[src/design/serial_pkg.sv]
`default_nettype none

package serial_pkg;

   typedef enum logic [3:0] {
      OP_ADD,
      OP_SUB,
      OP_AND,
      OP_OR,
      OP_XOR,
      OP_ADDI,
      OP_LW,
      OP_SW,
      OP_ILLEGAL
   } op_e;

   typedef enum logic [2:0] {
      ST_WAIT_INSN,
      ST_DECODE,
      ST_EXEC,
      ST_MEM,
      ST_LOAD_WB,
      ST_RETIRE
   } ctrl_state_e;

   typedef enum logic {
      OWN_FETCH,
      OWN_LSU
   } bus_owner_e;

   typedef struct packed {
      op_e         op;
      logic [4:0]  rd;
      logic [4:0]  rs1;
      logic [4:0]  rs2;
      logic [31:0] imm;
   } dec_t;

   // Word address, byte lanes are not supported
   typedef struct packed {
      logic [29:0] addr;
      logic        we;
      logic [31:0] wdata;
   } mem_req_t;

   typedef struct packed {
      logic [31:0] rdata;
   } mem_rsp_t;

endpackage

`default_nettype wire

[src/design/serial_alu.sv]
`timescale 1ns/1ps
`default_nettype none

module serial_alu
   import serial_pkg::*;
(
   input  wire       clk,
   input  wire       i_rst_n,
   input  wire       i_exec,
   input  wire [4:0] i_cnt,
   input  wire op_e  i_op,
   input  wire       i_rs1_bit,
   input  wire       i_opb_bit,
   output logic      o_rd_bit
);

   logic carry_q;
   logic opb;
   logic cin;
   logic sum;

   // Subtract as a + ~b + 1
   assign opb = (i_op == OP_SUB) ? !i_opb_bit : i_opb_bit;
   assign cin = (i_cnt == 5'd0) ? (i_op == OP_SUB) : carry_q;
   assign sum = i_rs1_bit ^ opb ^ cin;

   always_ff @(posedge clk or negedge i_rst_n) begin
      if (!i_rst_n) begin
         carry_q <= 1'b0;
      end else if (i_exec) begin
         carry_q <= (i_rs1_bit & opb) | (cin & (i_rs1_bit ^ opb));
      end
   end

   always_comb begin
      case (i_op)
         OP_AND:  o_rd_bit = i_rs1_bit & i_opb_bit;
         OP_OR:   o_rd_bit = i_rs1_bit | i_opb_bit;
         OP_XOR:  o_rd_bit = i_rs1_bit ^ i_opb_bit;
         default: o_rd_bit = sum;
      endcase
   end

endmodule

`default_nettype wire

[src/design/serial_rf.sv]
`timescale 1ns/1ps
`default_nettype none

module serial_rf (
   input  wire       clk,
   input  wire       i_rst_n,
   input  wire [4:0] i_cnt,
   input  wire [4:0] i_rs1,
   input  wire [4:0] i_rs2,
   input  wire [4:0] i_rd,
   input  wire       i_wen,
   input  wire       i_wbit,
   output logic      o_rs1_bit,
   output logic      o_rs2_bit
);

   logic [31:0] regs_q [32];

   // Bit written at the edge, so a same-cycle read sees the old bit
   always_ff @(posedge clk or negedge i_rst_n) begin
      if (!i_rst_n) begin
         for (int i = 0; i < 32; i++) begin
            regs_q[i] <= 32'd0;
         end
      end else if (i_wen) begin
         regs_q[i_rd][i_cnt] <= i_wbit;
      end
   end

   assign o_rs1_bit = regs_q[i_rs1][i_cnt];
   assign o_rs2_bit = regs_q[i_rs2][i_cnt];

   // x0 stays zero only through the write gating in control
   assert property (@(posedge clk) disable iff (!i_rst_n) i_wen |-> (i_rd != 5'd0));

endmodule

`default_nettype wire

[src/design/serial_ctrl.sv]
`timescale 1ns/1ps
`default_nettype none

module serial_ctrl
   import serial_pkg::*;
(
   input  wire        clk,
   input  wire        i_rst_n,
   input  wire [31:0] i_insn,
   input  wire        i_insn_valid,
   input  wire        i_lsu_done,
   input  wire        i_rs2_bit,
   output logic       o_insn_take,
   output dec_t       o_dec,
   output logic [4:0] o_cnt,
   output logic       o_exec,
   output logic       o_load_wb,
   output logic       o_mem_go,
   output logic       o_opb_bit,
   output logic       o_rd_wen,
   output logic       o_retire,
   output logic       o_retire_illegal
);

   ctrl_state_e state_q;
   ctrl_state_e state_d;
   dec_t        dec_w;
   dec_t        dec_q;
   logic [4:0]  cnt_q;
   logic        go_q;
   logic        last_bit;
   logic        is_mem;
   logic        is_reg_op;

   always_comb begin
      dec_w.op  = OP_ILLEGAL;
      dec_w.rd  = i_insn[11:7];
      dec_w.rs1 = i_insn[19:15];
      dec_w.rs2 = i_insn[24:20];
      dec_w.imm = {{20{i_insn[31]}}, i_insn[31:20]};
      case (i_insn[6:0])
         7'b0110011: begin
            // funct7 and funct3 together
            case ({i_insn[31:25], i_insn[14:12]})
               10'b0000000_000: dec_w.op = OP_ADD;
               10'b0100000_000: dec_w.op = OP_SUB;
               10'b0000000_100: dec_w.op = OP_XOR;
               10'b0000000_110: dec_w.op = OP_OR;
               10'b0000000_111: dec_w.op = OP_AND;
               default:         dec_w.op = OP_ILLEGAL;
            endcase
         end
         7'b0010011: if (i_insn[14:12] == 3'b000) dec_w.op = OP_ADDI;
         7'b0000011: if (i_insn[14:12] == 3'b010) dec_w.op = OP_LW;
         7'b0100011: begin
            if (i_insn[14:12] == 3'b010) dec_w.op = OP_SW;
            dec_w.imm = {{20{i_insn[31]}}, i_insn[31:25], i_insn[11:7]};
         end
         default: dec_w.op = OP_ILLEGAL;
      endcase
   end

   assign last_bit  = (cnt_q == 5'd31);
   assign is_mem    = (dec_q.op == OP_LW) || (dec_q.op == OP_SW);
   assign is_reg_op = dec_q.op inside {OP_ADD, OP_SUB, OP_AND, OP_OR, OP_XOR};

   always_comb begin
      state_d = state_q;
      case (state_q)
         ST_WAIT_INSN: if (i_insn_valid) state_d = ST_DECODE;
         ST_DECODE:    state_d = ST_EXEC;
         ST_EXEC:      if (last_bit) state_d = is_mem ? ST_MEM : ST_RETIRE;
         ST_MEM: begin
            if (i_lsu_done) state_d = (dec_q.op == OP_LW) ? ST_LOAD_WB : ST_RETIRE;
         end
         ST_LOAD_WB:   if (last_bit) state_d = ST_RETIRE;
         ST_RETIRE:    state_d = i_insn_valid ? ST_DECODE : ST_WAIT_INSN;
         default:      state_d = ST_WAIT_INSN;
      endcase
   end

   always_ff @(posedge clk or negedge i_rst_n) begin
      if (!i_rst_n) begin
         state_q <= ST_WAIT_INSN;
         cnt_q   <= 5'd0;
         go_q    <= 1'b0;
      end else begin
         state_q <= state_d;
         go_q    <= (state_q == ST_EXEC) && last_bit && is_mem;
         // Wraps back to zero after 32 bits
         if (o_exec || o_load_wb) begin
            cnt_q <= cnt_q + 5'd1;
         end
      end
   end

   always_ff @(posedge clk) begin
      if (o_insn_take) begin
         dec_q <= dec_w;
      end
   end

   assign o_insn_take      = (state_q == ST_DECODE);
   assign o_dec            = dec_q;
   assign o_cnt            = cnt_q;
   assign o_exec           = (state_q == ST_EXEC);
   assign o_load_wb        = (state_q == ST_LOAD_WB);
   assign o_mem_go         = go_q;
   assign o_opb_bit        = is_reg_op ? i_rs2_bit : dec_q.imm[cnt_q];
   assign o_retire         = (state_q == ST_RETIRE);
   assign o_retire_illegal = o_retire && (dec_q.op == OP_ILLEGAL);

   // No rd write for x0, stores and illegal words
   assign o_rd_wen = (dec_q.rd != 5'd0) &&
                     ((o_exec && !(dec_q.op inside {OP_LW, OP_SW, OP_ILLEGAL})) ||
                      (o_load_wb && (dec_q.op == OP_LW)));

   // Counter rests at zero outside the serial phases
   assert property (@(posedge clk) disable iff (!i_rst_n)
      !(state_q inside {ST_EXEC, ST_LOAD_WB}) |-> (cnt_q == 5'd0));

endmodule

`default_nettype wire

[src/design/serial_fetch.sv]
`timescale 1ns/1ps
`default_nettype none

module serial_fetch
   import serial_pkg::*;
#(
   parameter logic [31:0] RESET_PC = 32'd0
) (
   input  wire         clk,
   input  wire         i_rst_n,
   input  wire         i_take,
   input  wire         i_rsp_vld,
   input  wire mem_rsp_t i_rsp,
   output logic        o_req_vld,
   output mem_req_t    o_req,
   output logic [31:0] o_insn,
   output logic        o_insn_valid,
   output logic [31:0] o_pc
);

   logic [31:0] nxt_q;   // Address of the word buffered or in flight
   logic [31:0] pc_q;
   logic [31:0] insn_q;
   logic        valid_q;
   logic        started_q;
   logic        boot_q;

   // Boot fetch once, then one sequential prefetch per take
   always_comb begin
      o_req_vld   = boot_q || i_take;
      o_req.addr  = i_take ? nxt_q[31:2] + 30'd1 : nxt_q[31:2];
      o_req.we    = 1'b0;
      o_req.wdata = 32'd0;
   end

   always_ff @(posedge clk or negedge i_rst_n) begin
      if (!i_rst_n) begin
         nxt_q     <= RESET_PC;
         pc_q      <= RESET_PC;
         valid_q   <= 1'b0;
         started_q <= 1'b0;
         boot_q    <= 1'b0;
      end else begin
         started_q <= 1'b1;
         boot_q    <= !started_q;
         if (i_take) begin
            pc_q    <= nxt_q;
            nxt_q   <= nxt_q + 32'd4;
            valid_q <= 1'b0;
         end
         if (i_rsp_vld) begin
            valid_q <= 1'b1;
         end
      end
   end

   always_ff @(posedge clk) begin
      if (i_rsp_vld) begin
         insn_q <= i_rsp.rdata;
      end
   end

   assign o_insn       = insn_q;
   assign o_insn_valid = valid_q;
   assign o_pc         = pc_q;

   assert property (@(posedge clk) disable iff (!i_rst_n) i_rsp_vld |-> !valid_q);

endmodule

`default_nettype wire

[src/design/serial_lsu.sv]
`timescale 1ns/1ps
`default_nettype none

module serial_lsu
   import serial_pkg::*;
(
   input  wire           clk,
   input  wire           i_rst_n,
   input  wire [4:0]     i_cnt,
   input  wire           i_exec,
   input  wire           i_go,
   input  wire dec_t     i_dec,
   input  wire           i_alu_bit,
   input  wire           i_rs2_bit,
   input  wire           i_rsp_vld,
   input  wire mem_rsp_t i_rsp,
   output logic          o_req_vld,
   output mem_req_t      o_req,
   output logic          o_load_bit,
   output logic          o_done
);

   logic [31:0] addr_q;
   logic [31:0] wdata_q;
   logic [31:0] rdata_q;
   logic        busy_q;
   logic        is_mem;

   assign is_mem = (i_dec.op == OP_LW) || (i_dec.op == OP_SW);

   // LSB first, so after 32 bits the word sits in place
   always_ff @(posedge clk) begin
      if (i_exec && is_mem) begin
         addr_q <= {i_alu_bit, addr_q[31:1]};
      end
      if (i_exec && (i_dec.op == OP_SW)) begin
         wdata_q <= {i_rs2_bit, wdata_q[31:1]};
      end
      if (o_done && (i_dec.op == OP_LW)) begin
         rdata_q <= i_rsp.rdata;
      end
   end

   always_ff @(posedge clk or negedge i_rst_n) begin
      if (!i_rst_n) begin
         busy_q <= 1'b0;
      end else if (i_go) begin
         busy_q <= 1'b1;
      end else if (i_rsp_vld) begin
         busy_q <= 1'b0;
      end
   end

   always_comb begin
      o_req_vld   = i_go;
      o_req.addr  = addr_q[31:2];
      o_req.we    = (i_dec.op == OP_SW);
      o_req.wdata = wdata_q;
   end

   assign o_done     = i_rsp_vld && busy_q;
   assign o_load_bit = rdata_q[i_cnt];

endmodule

`default_nettype wire

[src/design/bus_arbiter.sv]
`timescale 1ns/1ps
`default_nettype none

module bus_arbiter
   import serial_pkg::*;
(
   input  wire           clk,
   input  wire           i_rst_n,
   input  wire           i_fetch_vld,
   input  wire mem_req_t i_fetch_req,
   input  wire           i_lsu_vld,
   input  wire mem_req_t i_lsu_req,
   input  wire           i_mem_rsp_vld,
   input  wire mem_rsp_t i_mem_rsp,
   output logic          o_mem_req_vld,
   output mem_req_t      o_mem_req,
   output logic          o_fetch_rsp_vld,
   output logic          o_lsu_rsp_vld,
   output mem_rsp_t      o_rsp
);

   bus_owner_e owner_q;
   mem_req_t   pend_req_q;
   logic       pend_q;
   logic       busy_q;
   logic       grant_fetch;
   logic       grant_lsu;

   // Load/store wins, a losing fetch waits in the pending slot
   assign grant_lsu   = i_lsu_vld;
   assign grant_fetch = (i_fetch_vld || pend_q) && !busy_q && !i_lsu_vld;

   assign o_mem_req_vld = grant_lsu || grant_fetch;
   assign o_mem_req     = grant_lsu ? i_lsu_req : (pend_q ? pend_req_q : i_fetch_req);

   always_ff @(posedge clk or negedge i_rst_n) begin
      if (!i_rst_n) begin
         busy_q  <= 1'b0;
         pend_q  <= 1'b0;
         owner_q <= OWN_FETCH;
      end else begin
         if (o_mem_req_vld) begin
            busy_q  <= 1'b1;
            owner_q <= grant_lsu ? OWN_LSU : OWN_FETCH;
         end else if (i_mem_rsp_vld) begin
            busy_q <= 1'b0;
         end
         if (i_fetch_vld && !grant_fetch) begin
            pend_q <= 1'b1;
         end else if (grant_fetch) begin
            pend_q <= 1'b0;
         end
      end
   end

   always_ff @(posedge clk) begin
      if (i_fetch_vld && !grant_fetch) begin
         pend_req_q <= i_fetch_req;
      end
   end

   assign o_fetch_rsp_vld = i_mem_rsp_vld && (owner_q == OWN_FETCH);
   assign o_lsu_rsp_vld   = i_mem_rsp_vld && (owner_q == OWN_LSU);
   assign o_rsp           = i_mem_rsp;

   assert property (@(posedge clk) disable iff (!i_rst_n) i_mem_rsp_vld |-> busy_q);

endmodule

`default_nettype wire

[src/design/serial_core_top.sv]
`timescale 1ns/1ps
`default_nettype none

module serial_core_top
   import serial_pkg::*;
#(
   parameter logic [31:0] RESET_PC = 32'd0
) (
   input  wire           clk,
   input  wire           i_rst_n,
   input  wire           i_mem_rsp_vld,
   input  wire mem_rsp_t i_mem_rsp,
   output logic          o_mem_req_vld,
   output mem_req_t      o_mem_req,
   output logic          o_retire,
   output logic [31:0]   o_retire_pc,
   output logic          o_retire_illegal
);

   dec_t       dec;
   mem_req_t   fetch_req;
   mem_req_t   lsu_req;
   mem_rsp_t   rsp;
   logic [31:0] insn;
   logic [4:0] cnt;
   logic       insn_valid, insn_take;
   logic       exec, load_wb, mem_go, lsu_done;
   logic       opb_bit, rs1_bit, rs2_bit, alu_bit, load_bit, rd_wen;
   logic       fetch_req_vld, fetch_rsp_vld, lsu_req_vld, lsu_rsp_vld;

   // Write-back source for rd
   wire rd_wbit = load_wb ? load_bit : alu_bit;

   serial_ctrl u_ctrl (
      .clk              (clk),
      .i_rst_n          (i_rst_n),
      .i_insn           (insn),
      .i_insn_valid     (insn_valid),
      .i_lsu_done       (lsu_done),
      .i_rs2_bit        (rs2_bit),
      .o_insn_take      (insn_take),
      .o_dec            (dec),
      .o_cnt            (cnt),
      .o_exec           (exec),
      .o_load_wb        (load_wb),
      .o_mem_go         (mem_go),
      .o_opb_bit        (opb_bit),
      .o_rd_wen         (rd_wen),
      .o_retire         (o_retire),
      .o_retire_illegal (o_retire_illegal)
   );

   serial_fetch #(.RESET_PC(RESET_PC)) u_fetch (
      .clk          (clk),
      .i_rst_n      (i_rst_n),
      .i_take       (insn_take),
      .i_rsp_vld    (fetch_rsp_vld),
      .i_rsp        (rsp),
      .o_req_vld    (fetch_req_vld),
      .o_req        (fetch_req),
      .o_insn       (insn),
      .o_insn_valid (insn_valid),
      .o_pc         (o_retire_pc)
   );

   serial_lsu u_lsu (
      .clk        (clk),
      .i_rst_n    (i_rst_n),
      .i_cnt      (cnt),
      .i_exec     (exec),
      .i_go       (mem_go),
      .i_dec      (dec),
      .i_alu_bit  (alu_bit),
      .i_rs2_bit  (rs2_bit),
      .i_rsp_vld  (lsu_rsp_vld),
      .i_rsp      (rsp),
      .o_req_vld  (lsu_req_vld),
      .o_req      (lsu_req),
      .o_load_bit (load_bit),
      .o_done     (lsu_done)
   );

   serial_alu u_alu (
      .clk       (clk),
      .i_rst_n   (i_rst_n),
      .i_exec    (exec),
      .i_cnt     (cnt),
      .i_op      (dec.op),
      .i_rs1_bit (rs1_bit),
      .i_opb_bit (opb_bit),
      .o_rd_bit  (alu_bit)
   );

   serial_rf u_rf (
      .clk       (clk),
      .i_rst_n   (i_rst_n),
      .i_cnt     (cnt),
      .i_rs1     (dec.rs1),
      .i_rs2     (dec.rs2),
      .i_rd      (dec.rd),
      .i_wen     (rd_wen),
      .i_wbit    (rd_wbit),
      .o_rs1_bit (rs1_bit),
      .o_rs2_bit (rs2_bit)
   );

   bus_arbiter u_arbiter (
      .clk             (clk),
      .i_rst_n         (i_rst_n),
      .i_fetch_vld     (fetch_req_vld),
      .i_fetch_req     (fetch_req),
      .i_lsu_vld       (lsu_req_vld),
      .i_lsu_req       (lsu_req),
      .i_mem_rsp_vld   (i_mem_rsp_vld),
      .i_mem_rsp       (i_mem_rsp),
      .o_mem_req_vld   (o_mem_req_vld),
      .o_mem_req       (o_mem_req),
      .o_fetch_rsp_vld (fetch_rsp_vld),
      .o_lsu_rsp_vld   (lsu_rsp_vld),
      .o_rsp           (rsp)
   );

endmodule

`default_nettype wire

[config.mk]
export PLATFORM = sky130hd
export DESIGN_NAME = serial_core_top
export DESIGN_NICKNAME = d
export VERILOG_FILES = /design/src/design/serial_pkg.sv /design/src/design/serial_alu.sv /design/src/design/serial_rf.sv /design/src/design/serial_ctrl.sv /design/src/design/serial_fetch.sv /design/src/design/serial_lsu.sv /design/src/design/bus_arbiter.sv /design/src/design/serial_core_top.sv
export SDC_FILE = /design/constraint.sdc
export NUM_CORES = 2
export LEC_CHECK = 0
export BUFFER_PORTS_ARGS = -buffer_cell sky130_fd_sc_hd__buf_4
export CORE_MARGIN = 4
export CORE_UTILIZATION = 35
export CTS_BUF_LIST = sky130_fd_sc_hd__clkbuf_2 sky130_fd_sc_hd__clkbuf_4 sky130_fd_sc_hd__clkbuf_8
export DETAILED_ROUTE_END_ITERATION = 6
export SYNTH_ARGS = -nofsm -noshare
export SYNTH_HDL_FRONTEND = slang
export SYNTH_SLANG_ARGS = --single-unit
[constraint.sdc]
create_clock -name clk -period 6 [get_ports clk]
set_input_delay 0.9 -clock clk [delete_from_list [all_inputs] [get_ports clk]]
set_output_delay 0.9 -clock clk [all_outputs]
set_load 0.005 [all_outputs]
## Word-level counts from Yosys, hierarchy flattened

Cells that the tools add are included.
W data, S select, Z words.

| operators by class | value |
|---|---|
| add/subtract/negate cells | 3 |
| $lt $le $gt $ge | 6 |
| equality and inequality tests | 26 |
| muxes and demuxes | 50 |
| bitwise gates (word level) | 12 |
| reduce and logical (&&, ||, !) cells | 42 |

Operator list:

| operator | count |
|---|---|
| $bwmux W1024 | 1 |
| $bmux W32 S5 | 2 |
| $demux W32 S5 | 1 |
| $mux W32 | 5 |
| $mux W63 | 2 |
| $add A32 B3 Y32 const B | 1 |
| $add A30 B1 Y30 const B | 1 |
| $eq A10 B3 Y1 const B | 3 |
| $mux W30 | 1 |
| $bmux W1 S5 | 4 |
| $mux W1 | 20 |
| $pmux W4 S5 | 1 |
| $ge A6 B6 Y1 const B | 3 |
| $not A5 Y6 | 3 |
| $pmux W3 S6 | 1 |
| $logic_and A1 B1 Y1 | 17 |
| $pmux W4 S4 | 1 |
| $mux W3 | 5 |
| $eq A7 B6 Y1 const B | 2 |
| $eq A4 B3 Y1 const B | 3 |
| $mux W4 | 3 |
| $eq A10 B9 Y1 const B | 1 |
| $logic_not A10 Y1 | 1 |
| $reduce_bool A5 Y1 | 2 |
| other kinds (30) | 55 |

| storage, ports and cells | value |
|---|---|
| flip-flop bits (word level) | 1294 |
| bits of input ports | 35 |
| output and inout bits | 98 |
| word-level logic and storage cells | 194 |

## Logic depth before layout (Yosys ltp)

| depth | value |
|---|---|
| depth in word-level cells | 14 |
| depth in mapped cells | 24 |
| depth with buffers taken out | 17 |

## Modules after synthesis

From an unflattened synthesis, not the netlist that was laid out.

| unflattened totals | value |
|---|---|
| cells, all modules | 6966 |
| area, all modules | 71768.8 µm² |

Modules (own cells, without submodules):

| module | times used | cells an instance | area each (µm²) | sequential area each (µm²) |
|---|---|---|---|---|
| serial_rf | 1 | 6064 | 58911.5 | 25624.6 |
| serial_fetch | 1 | 252 | 3787.4 | 2537.4 |
| bus_arbiter | 1 | 320 | 3617.2 | 1966.9 |
| serial_lsu | 1 | 146 | 3233.1 | 2847.7 |
| serial_ctrl | 1 | 163 | 2018.2 | 1156.1 |
| serial_alu | 1 | 20 | 186.4 | 25.0 |
| serial_core_top | 1 | 1 | 15.0 | 0.0 |

## Least setup slack after synthesis

Ideal clock, no wire load.

| path | value |
|---|---|
| path kind | reg-to-reg |
| start | register u_ctrl.dec_q (netlist bit u_ctrl.o_dec[32]) |
| end | register u_rf.regs_q[63] (netlist name) |
| library setup time | 132 ps |
| arrival | 4888 ps |
| data required time | 5868 ps |
| path slack | 980 ps |
| stages on the path, launching flop included | 23 |
| path buffers | 5 |
| period minus slack after synthesis | 5020 ps |
| path through | edfxtp_1 > buf_2 > buf_2 > buf_2 > mux4_2 > mux2_2 > a221oi_1 > o211ai_1 > o2111ai_1 > nand3b_1 > and4bb_1 > a31oi_4 > buf_6 > xnor2_1 > xor2_1 > ha_1 > nor2_1 > nor2_1 > nor2_1 > nand2_1 > a211oi_1 > buf_2 > o31ai_1 |

| between the ends | value |
|---|---|
| cells in the longest elaborated chain, start to end | 14 |
| elaborated cells between the ends (all ways) | 17 |
| classes of those cells | mux (10); bitwise (6); reduce/logical (1) |

RTL lines:

| element | line | RTL |
|---|---|---|
| start: declaration | serial_ctrl.sv:28 | `dec_t dec_q;` |
| start signal: assignment | serial_ctrl.sv:99 | `dec_q <= dec_w;` |
| $not A5 Y6 (not written as such) * | serial_rf.sv:31 | `assign o_rs2_bit = regs_q[i_rs2][i_cnt];` |
| $bmux W32 S5 * | serial_rf.sv:31 |  |
| $mux W32 (not written as such) * (2 in series) | serial_rf.sv:31 |  |
| $bmux W1 S5 * | serial_rf.sv:31 |  |
| $mux W1 (not written as such) * | serial_rf.sv:31 |  |
| $mux W1 * | serial_ctrl.sv:109 | `assign o_opb_bit = is_reg_op ? i_rs2_bit : dec_q.imm[cnt_q];` |
| $logic_not A1 Y1 | serial_alu.sv:23 | `assign opb = (i_op == OP_SUB) ? !i_opb_bit : i_opb_bit;` |
| $mux W1 | serial_alu.sv:23 |  |
| $xor A1 B1 Y1 (2 in series) | serial_alu.sv:25 | `assign sum = i_rs1_bit ^ opb ^ cin;` |
| $pmux W1 S3 * | serial_alu.sv:36 | `case (i_op)` |
| $mux W1 * | serial_core_top.sv:32 | `wire rd_wbit = load_wb ? load_bit : alu_bit;` |
| $bwmux W1024 * | serial_rf.sv:26 | `regs_q[i_rd][i_cnt] <= i_wbit;` |
| end signal: indexed assignment | serial_rf.sv:26 |  |
| end: declaration | serial_rf.sv:17 | `logic [31:0] regs_q [32];` |

Every way passes the cells marked *; elsewhere a longest branch is shown, timed or not. The select of a mux whose other input is x is not followed.
A chain may end at the register's enable or synchronous reset.

## Final worst setup path

| path | value |
|---|---|
| start | register u_ctrl.dec_q (netlist bit u_ctrl.o_dec[32]) |
| end | register u_rf.regs_q[39] (netlist name) |

The elaborated chain is that of the path after synthesis.

==> impl.org <==
** Clock tree
- The cell sitting at the root of the clock tree is a sky130_fd_sc_hd__clkbuf_8.
- CTS built an H-tree with a depth of 4.
- Insertion delay to the later sink of the worst-skew pair :: 1.07 ns
- The clock passes through at most 3 buffers.
- Total number of clock tree sinks :: 1288
- Clock tree from TritonCTS :: done
- Register clock-pin slew on the reported worst setup and hold paths :: 0.06 ns
- In this run, CTS created clock tree buffers numbering 224.

** Routing
- Wires add up to 279000 um.
- Post-DRT Antenna Nets :: 0
- DRC Markers :: 1
- WL/cell :: 31.3 um
- Before antenna repair, the detailed router went through 7 iterations.
- Across all layers, the routed design uses 58900 vias.
- The detailed router finished its first iteration with 8480 violations.
- Vias per cell :: 6.61

** STA
- Summed over all failing endpoints, the final setup total negative slack is 0 ns.
- Final cycle utilization of the critical path :: 0.990
- Achievable Freq :: 0.168 GHz
- Final-layout worst hold slack :: 0.0867 ns
- Count of endpoints failing setup in the final report :: 0
- At the pin with the least slew margin, the transition time is 1.19 ns.
- Setup Skew :: 0.101 ns
- Final Critical Period :: 5.94 ns
- The max-slew violation count came to 0.
- The final number of hold-violating endpoints is 0.
- In this run the tightest slew margin relative to its limit is 0.207.

** Power and ir drop
- The share of total power dissipated in sequential elements is 0.484.
- Internal power comes to 14200 uW.
- IR Drop Worst-Case VDD :: 0.236 mV
- Leakage power :: 0.0321 uW
- Share of power burned in combinational logic :: 0.024
- The share of total power dissipated in the clock network is 0.492.
- Fraction of power spent switching nets :: 0.238
- Switching component of the power :: 4420 uW
- Power per Cell Area :: 228 mW/mm^2

** Status
- The run finished, with violations left.
- The checks that failed: design-rule violations.

** Final layout
- Measured on the finished design, the core utilization comes to 0.414.
- Most used cells in the layout excluding fill and tap cells :: 1097 x sky130_fd_sc_hd__dfrtp_1, 994 x sky130_fd_sc_hd__o31ai_1, 992 x sky130_fd_sc_hd__o21ai_0, 505 x sky130_fd_sc_hd__mux4_2, 502 x sky130_fd_sc_hd__nand2_1
- Layout Cells excl Fill :: 8913
- The library cell used most frequently in the layout, excluding fill and tap cells, is sky130_fd_sc_hd__dfrtp_1.
- Share of layout cells above drive strength 1 :: 0.259
- P&R area growth vs syn :: 17.6%
- Net count, final :: 6109
- Final instance area :: 0.0815 sq mm
- The filler cells instantiated in the layout total 18500.

** Synthesis
- During synthesis, Yosys emitted a total of 0 warnings.
- For this run, asynchronously set or reset flops after synthesis account for 0.855.
- Post-synthesis cell count :: 5897
- Number of synthesized flops with an enable pin :: 187
- In the synthesized netlist the dominant register cell turns out to be sky130_fd_sc_hd__dfrtp_1.
- Sequential element share of the synthesized area :: 0.479
- Netlist area before placement :: 0.0693 sq mm
- Mean instance size in the synthesized netlist :: 11.7 sq um
- After synthesis the netlist holds a flip-flop and latch count of 1288.
- Post-synth cell types :: 78

** Min path
- In this run the worst hold path is classified as in2reg.
- The startpoint identified for the worst hold timing path is i_mem_rsp[28].

** Worst setup path
- The worst setup path is launched from a flop.
- The critical path starts at u_ctrl.o_dec[32].
- CP Capture Type :: flop
- The startpoint identified for the worst register-to-register timing path is u_ctrl.o_dec[32].
- Data on the critical path is required at its endpoint by 6.88 ns.
- Critical path start-end classification :: reg2reg
- Biggest fanout along the worst timing path :: 21
- CP Data Arrival Time :: 6.82 ns

** Place
- During placement, the flow inserted port buffers numbering 130.
- Post-Place Cell Area :: 0.0760 sq mm
- The congestion estimate from routability-driven global placement came to 0.969.
- After detailed placement, the design holds a cell count of 8454.
- Post-DP HPWL :: 176000 um

** Global route
- Largest net degree at the start of global routing :: 148
- The number of global-route vias before repair is 57000.
- Across every metal layer, demand over resource in global routing totals 0.264.
- The initial antenna violation count was 13.
- The first global-routing pass estimated 404000 um of wire.
- Grt ovf :: 0

** Die
- Number of ports placed on the die boundary :: 133
- The floorplan has 163 rows.
- The die is 453 um tall.
- The die is 453 um wide.
- Core Area :: 0.197 sq mm
- For this configuration, the core starts out at a cell density of 0.352.
- Die area :: 0.205 sq mm

** Job
- The tool flagged a number of max-cap violations equal to 0.
power by group through the flow:
stage | combinational [uW] | sequential (uW) | clock (uW)
floorplan | 173 | 9110 | 0
global placement | 450 | 9170 | 0
detailed placement | 457 | 9170 | 0
CTS | 466 | 9010 | 9260
global route | 502 | 9010 | 9670
finish | 450 | 9010 | 9150
worst paths after layout:
kind | end | slack (ns) | cells past startpoint
max | u_rf.regs_q[39] | 0.06 | 26
min | u_lsu.rdata_q[28] | 0.09 | 1
max reg2reg | u_rf.regs_q[39] | 0.06 | 26
min reg2reg | u_fetch.boot_q | 0.39 | 1
max in group asynchronous | u_rf.regs_q[556] | 3.74 | 4
min in group asynchronous | u_rf.regs_q[489] | 0.57 | 2
synth_stat cells, types with 21 or more instances:
cell	instances	area [sq um]
sky130_fd_sc_hd__o21ai_0	992	4960
sky130_fd_sc_hd__nor3_1	21	105
sky130_fd_sc_hd__nor2_1	89	334
sky130_fd_sc_hd__nand2_1	504	1890
sky130_fd_sc_hd__mux2i_1	183	1830
sky130_fd_sc_hd__nor2b_1	36	225
sky130_fd_sc_hd__nand3_1	39	195
sky130_fd_sc_hd__buf_2	189	946
sky130_fd_sc_hd__buf_1	45	169
sky130_fd_sc_hd__xnor2_1	26	228
sky130_fd_sc_hd__a21oi_1	38	190
sky130_fd_sc_hd__mux4_2	505	11400
sky130_fd_sc_hd__and2_1	75	469
sky130_fd_sc_hd__clkbuf_1	348	1310
sky130_fd_sc_hd__edfxtp_1	187	5620
sky130_fd_sc_hd__mux2_2	64	721
sky130_fd_sc_hd__a22oi_1	91	683
sky130_fd_sc_hd__buf_4	41	308
sky130_fd_sc_hd__a221oi_1	22	193
sky130_fd_sc_hd__o31ai_1	994	7460
sky130_fd_sc_hd__a22o_1	21	184
sky130_fd_sc_hd__dfrtp_1	1101	27600
sky130_fd_sc_hd__a211oi_2	28	350
routing by layer:
metal | track usage | vias up | wire (um) | part of all wire
met4 | 0.169 | 10 | 21000 | 0.075
met5 | 0 | - | 56 | 0.00020
met3 | 0.0907 | 1184 | 37200 | 0.13
met2 | 0.382 | 4703 | 120000 | 0.43
li1 | - | 23500 | - | -
met1 | 0.337 | 29500 | 101000 | 0.36
flip-flops by register name, indices dropped and copies added (netlist names), 3 cells and up:
register / cells
u_fetch.o_insn: 32
u_ctrl.o_cnt: 5
u_fetch.o_pc: 30
u_lsu.wdata_q: 32
u_lsu.addr_q: 30
u_arbiter.pend_req_q: 30
u_rf.regs_q: 1024
u_lsu.rdata_q: 32
u_fetch.nxt_q: 30
u_ctrl.o_dec: 31
u_ctrl.state_q: 3
logic make-up (layout without fill, tap and decap cells):
group                      Yosys count  in the layout  synth area share
other                                2             17          0.000108
xor gates and xnor gates            35             35           0.00443
muxes                              752            752             0.201
AOI/OAI and AO/OA                 2294           2294             0.215
DFF                               1288           1288             0.479
adders and majority gates            8              8           0.00144
buffers and inverters              652           1013            0.0422
and+or+nand+nor                    866            866            0.0569
critical path: stages (launching register included):
cell                        delay (ns)
sky130_fd_sc_hd__edfxtp_1         0.34
sky130_fd_sc_hd__buf_4            0.19
sky130_fd_sc_hd__buf_12           0.21
sky130_fd_sc_hd__buf_4            0.15
sky130_fd_sc_hd__buf_12           0.14
sky130_fd_sc_hd__mux4_2           0.52
sky130_fd_sc_hd__mux4_2           0.53
sky130_fd_sc_hd__mux2i_2          0.22
sky130_fd_sc_hd__o211ai_1         0.28
sky130_fd_sc_hd__o2111ai_2        0.22
sky130_fd_sc_hd__nand3b_1         0.12
sky130_fd_sc_hd__and4bb_1         0.30
sky130_fd_sc_hd__buf_4            0.17
sky130_fd_sc_hd__a31oi_4          0.11
sky130_fd_sc_hd__buf_4            0.16
sky130_fd_sc_hd__inv_1            0.06
sky130_fd_sc_hd__ha_1             0.23
sky130_fd_sc_hd__nand3b_1         0.18
sky130_fd_sc_hd__a21oi_2          0.20
sky130_fd_sc_hd__nor2_1           0.07
sky130_fd_sc_hd__nor2_1           0.15
sky130_fd_sc_hd__buf_6            0.21
sky130_fd_sc_hd__nand2_1          0.10
sky130_fd_sc_hd__buf_4            0.21
sky130_fd_sc_hd__a211oi_4         0.27
sky130_fd_sc_hd__buf_12           0.31
sky130_fd_sc_hd__o31ai_1          0.13
stage by stage:
| step | setup slack (ns) | power (uW) |
|---|---|---|
| floorplan | 0.980 | 9280 |
| detailed placement | -0.138 | 9630 |
| global placement | -0.408 | 9620 |
| global route | -0.0325 | 19200 |
| CTS | 0.0157 | 18700 |
| finish | 0.0571 | 18600 |
what timing repair did:
action	4_1_cts	5_1_grt
pin swaps	1	6
resized for setup	3	19
hold buffers	15	0
buffers inserted	2	6
endpoints found under the hold margin	76	0
setup endpoints to repair	813	923
gates cloned	0	3
area by class of cell:
type | count | area (sq um) | area share
Timing Repair Buffer | 576 | 6190 | 0.0760
Inverter | 18 | 67.6 | 0.000829
Clock inverter | 94 | 926 | 0.0114
Clock buffer | 325 | 4140 | 0.0508
Sequential cell | 1288 | 33200 | 0.407
Antenna cell | 14 | 35.0 | 0.000430
Multi-Input combinational cell | 3958 | 33600 | 0.413
Tap cell | 2640 | 3300 | 0.0405
Note: power is estimated with default switching activity, not from simulation.
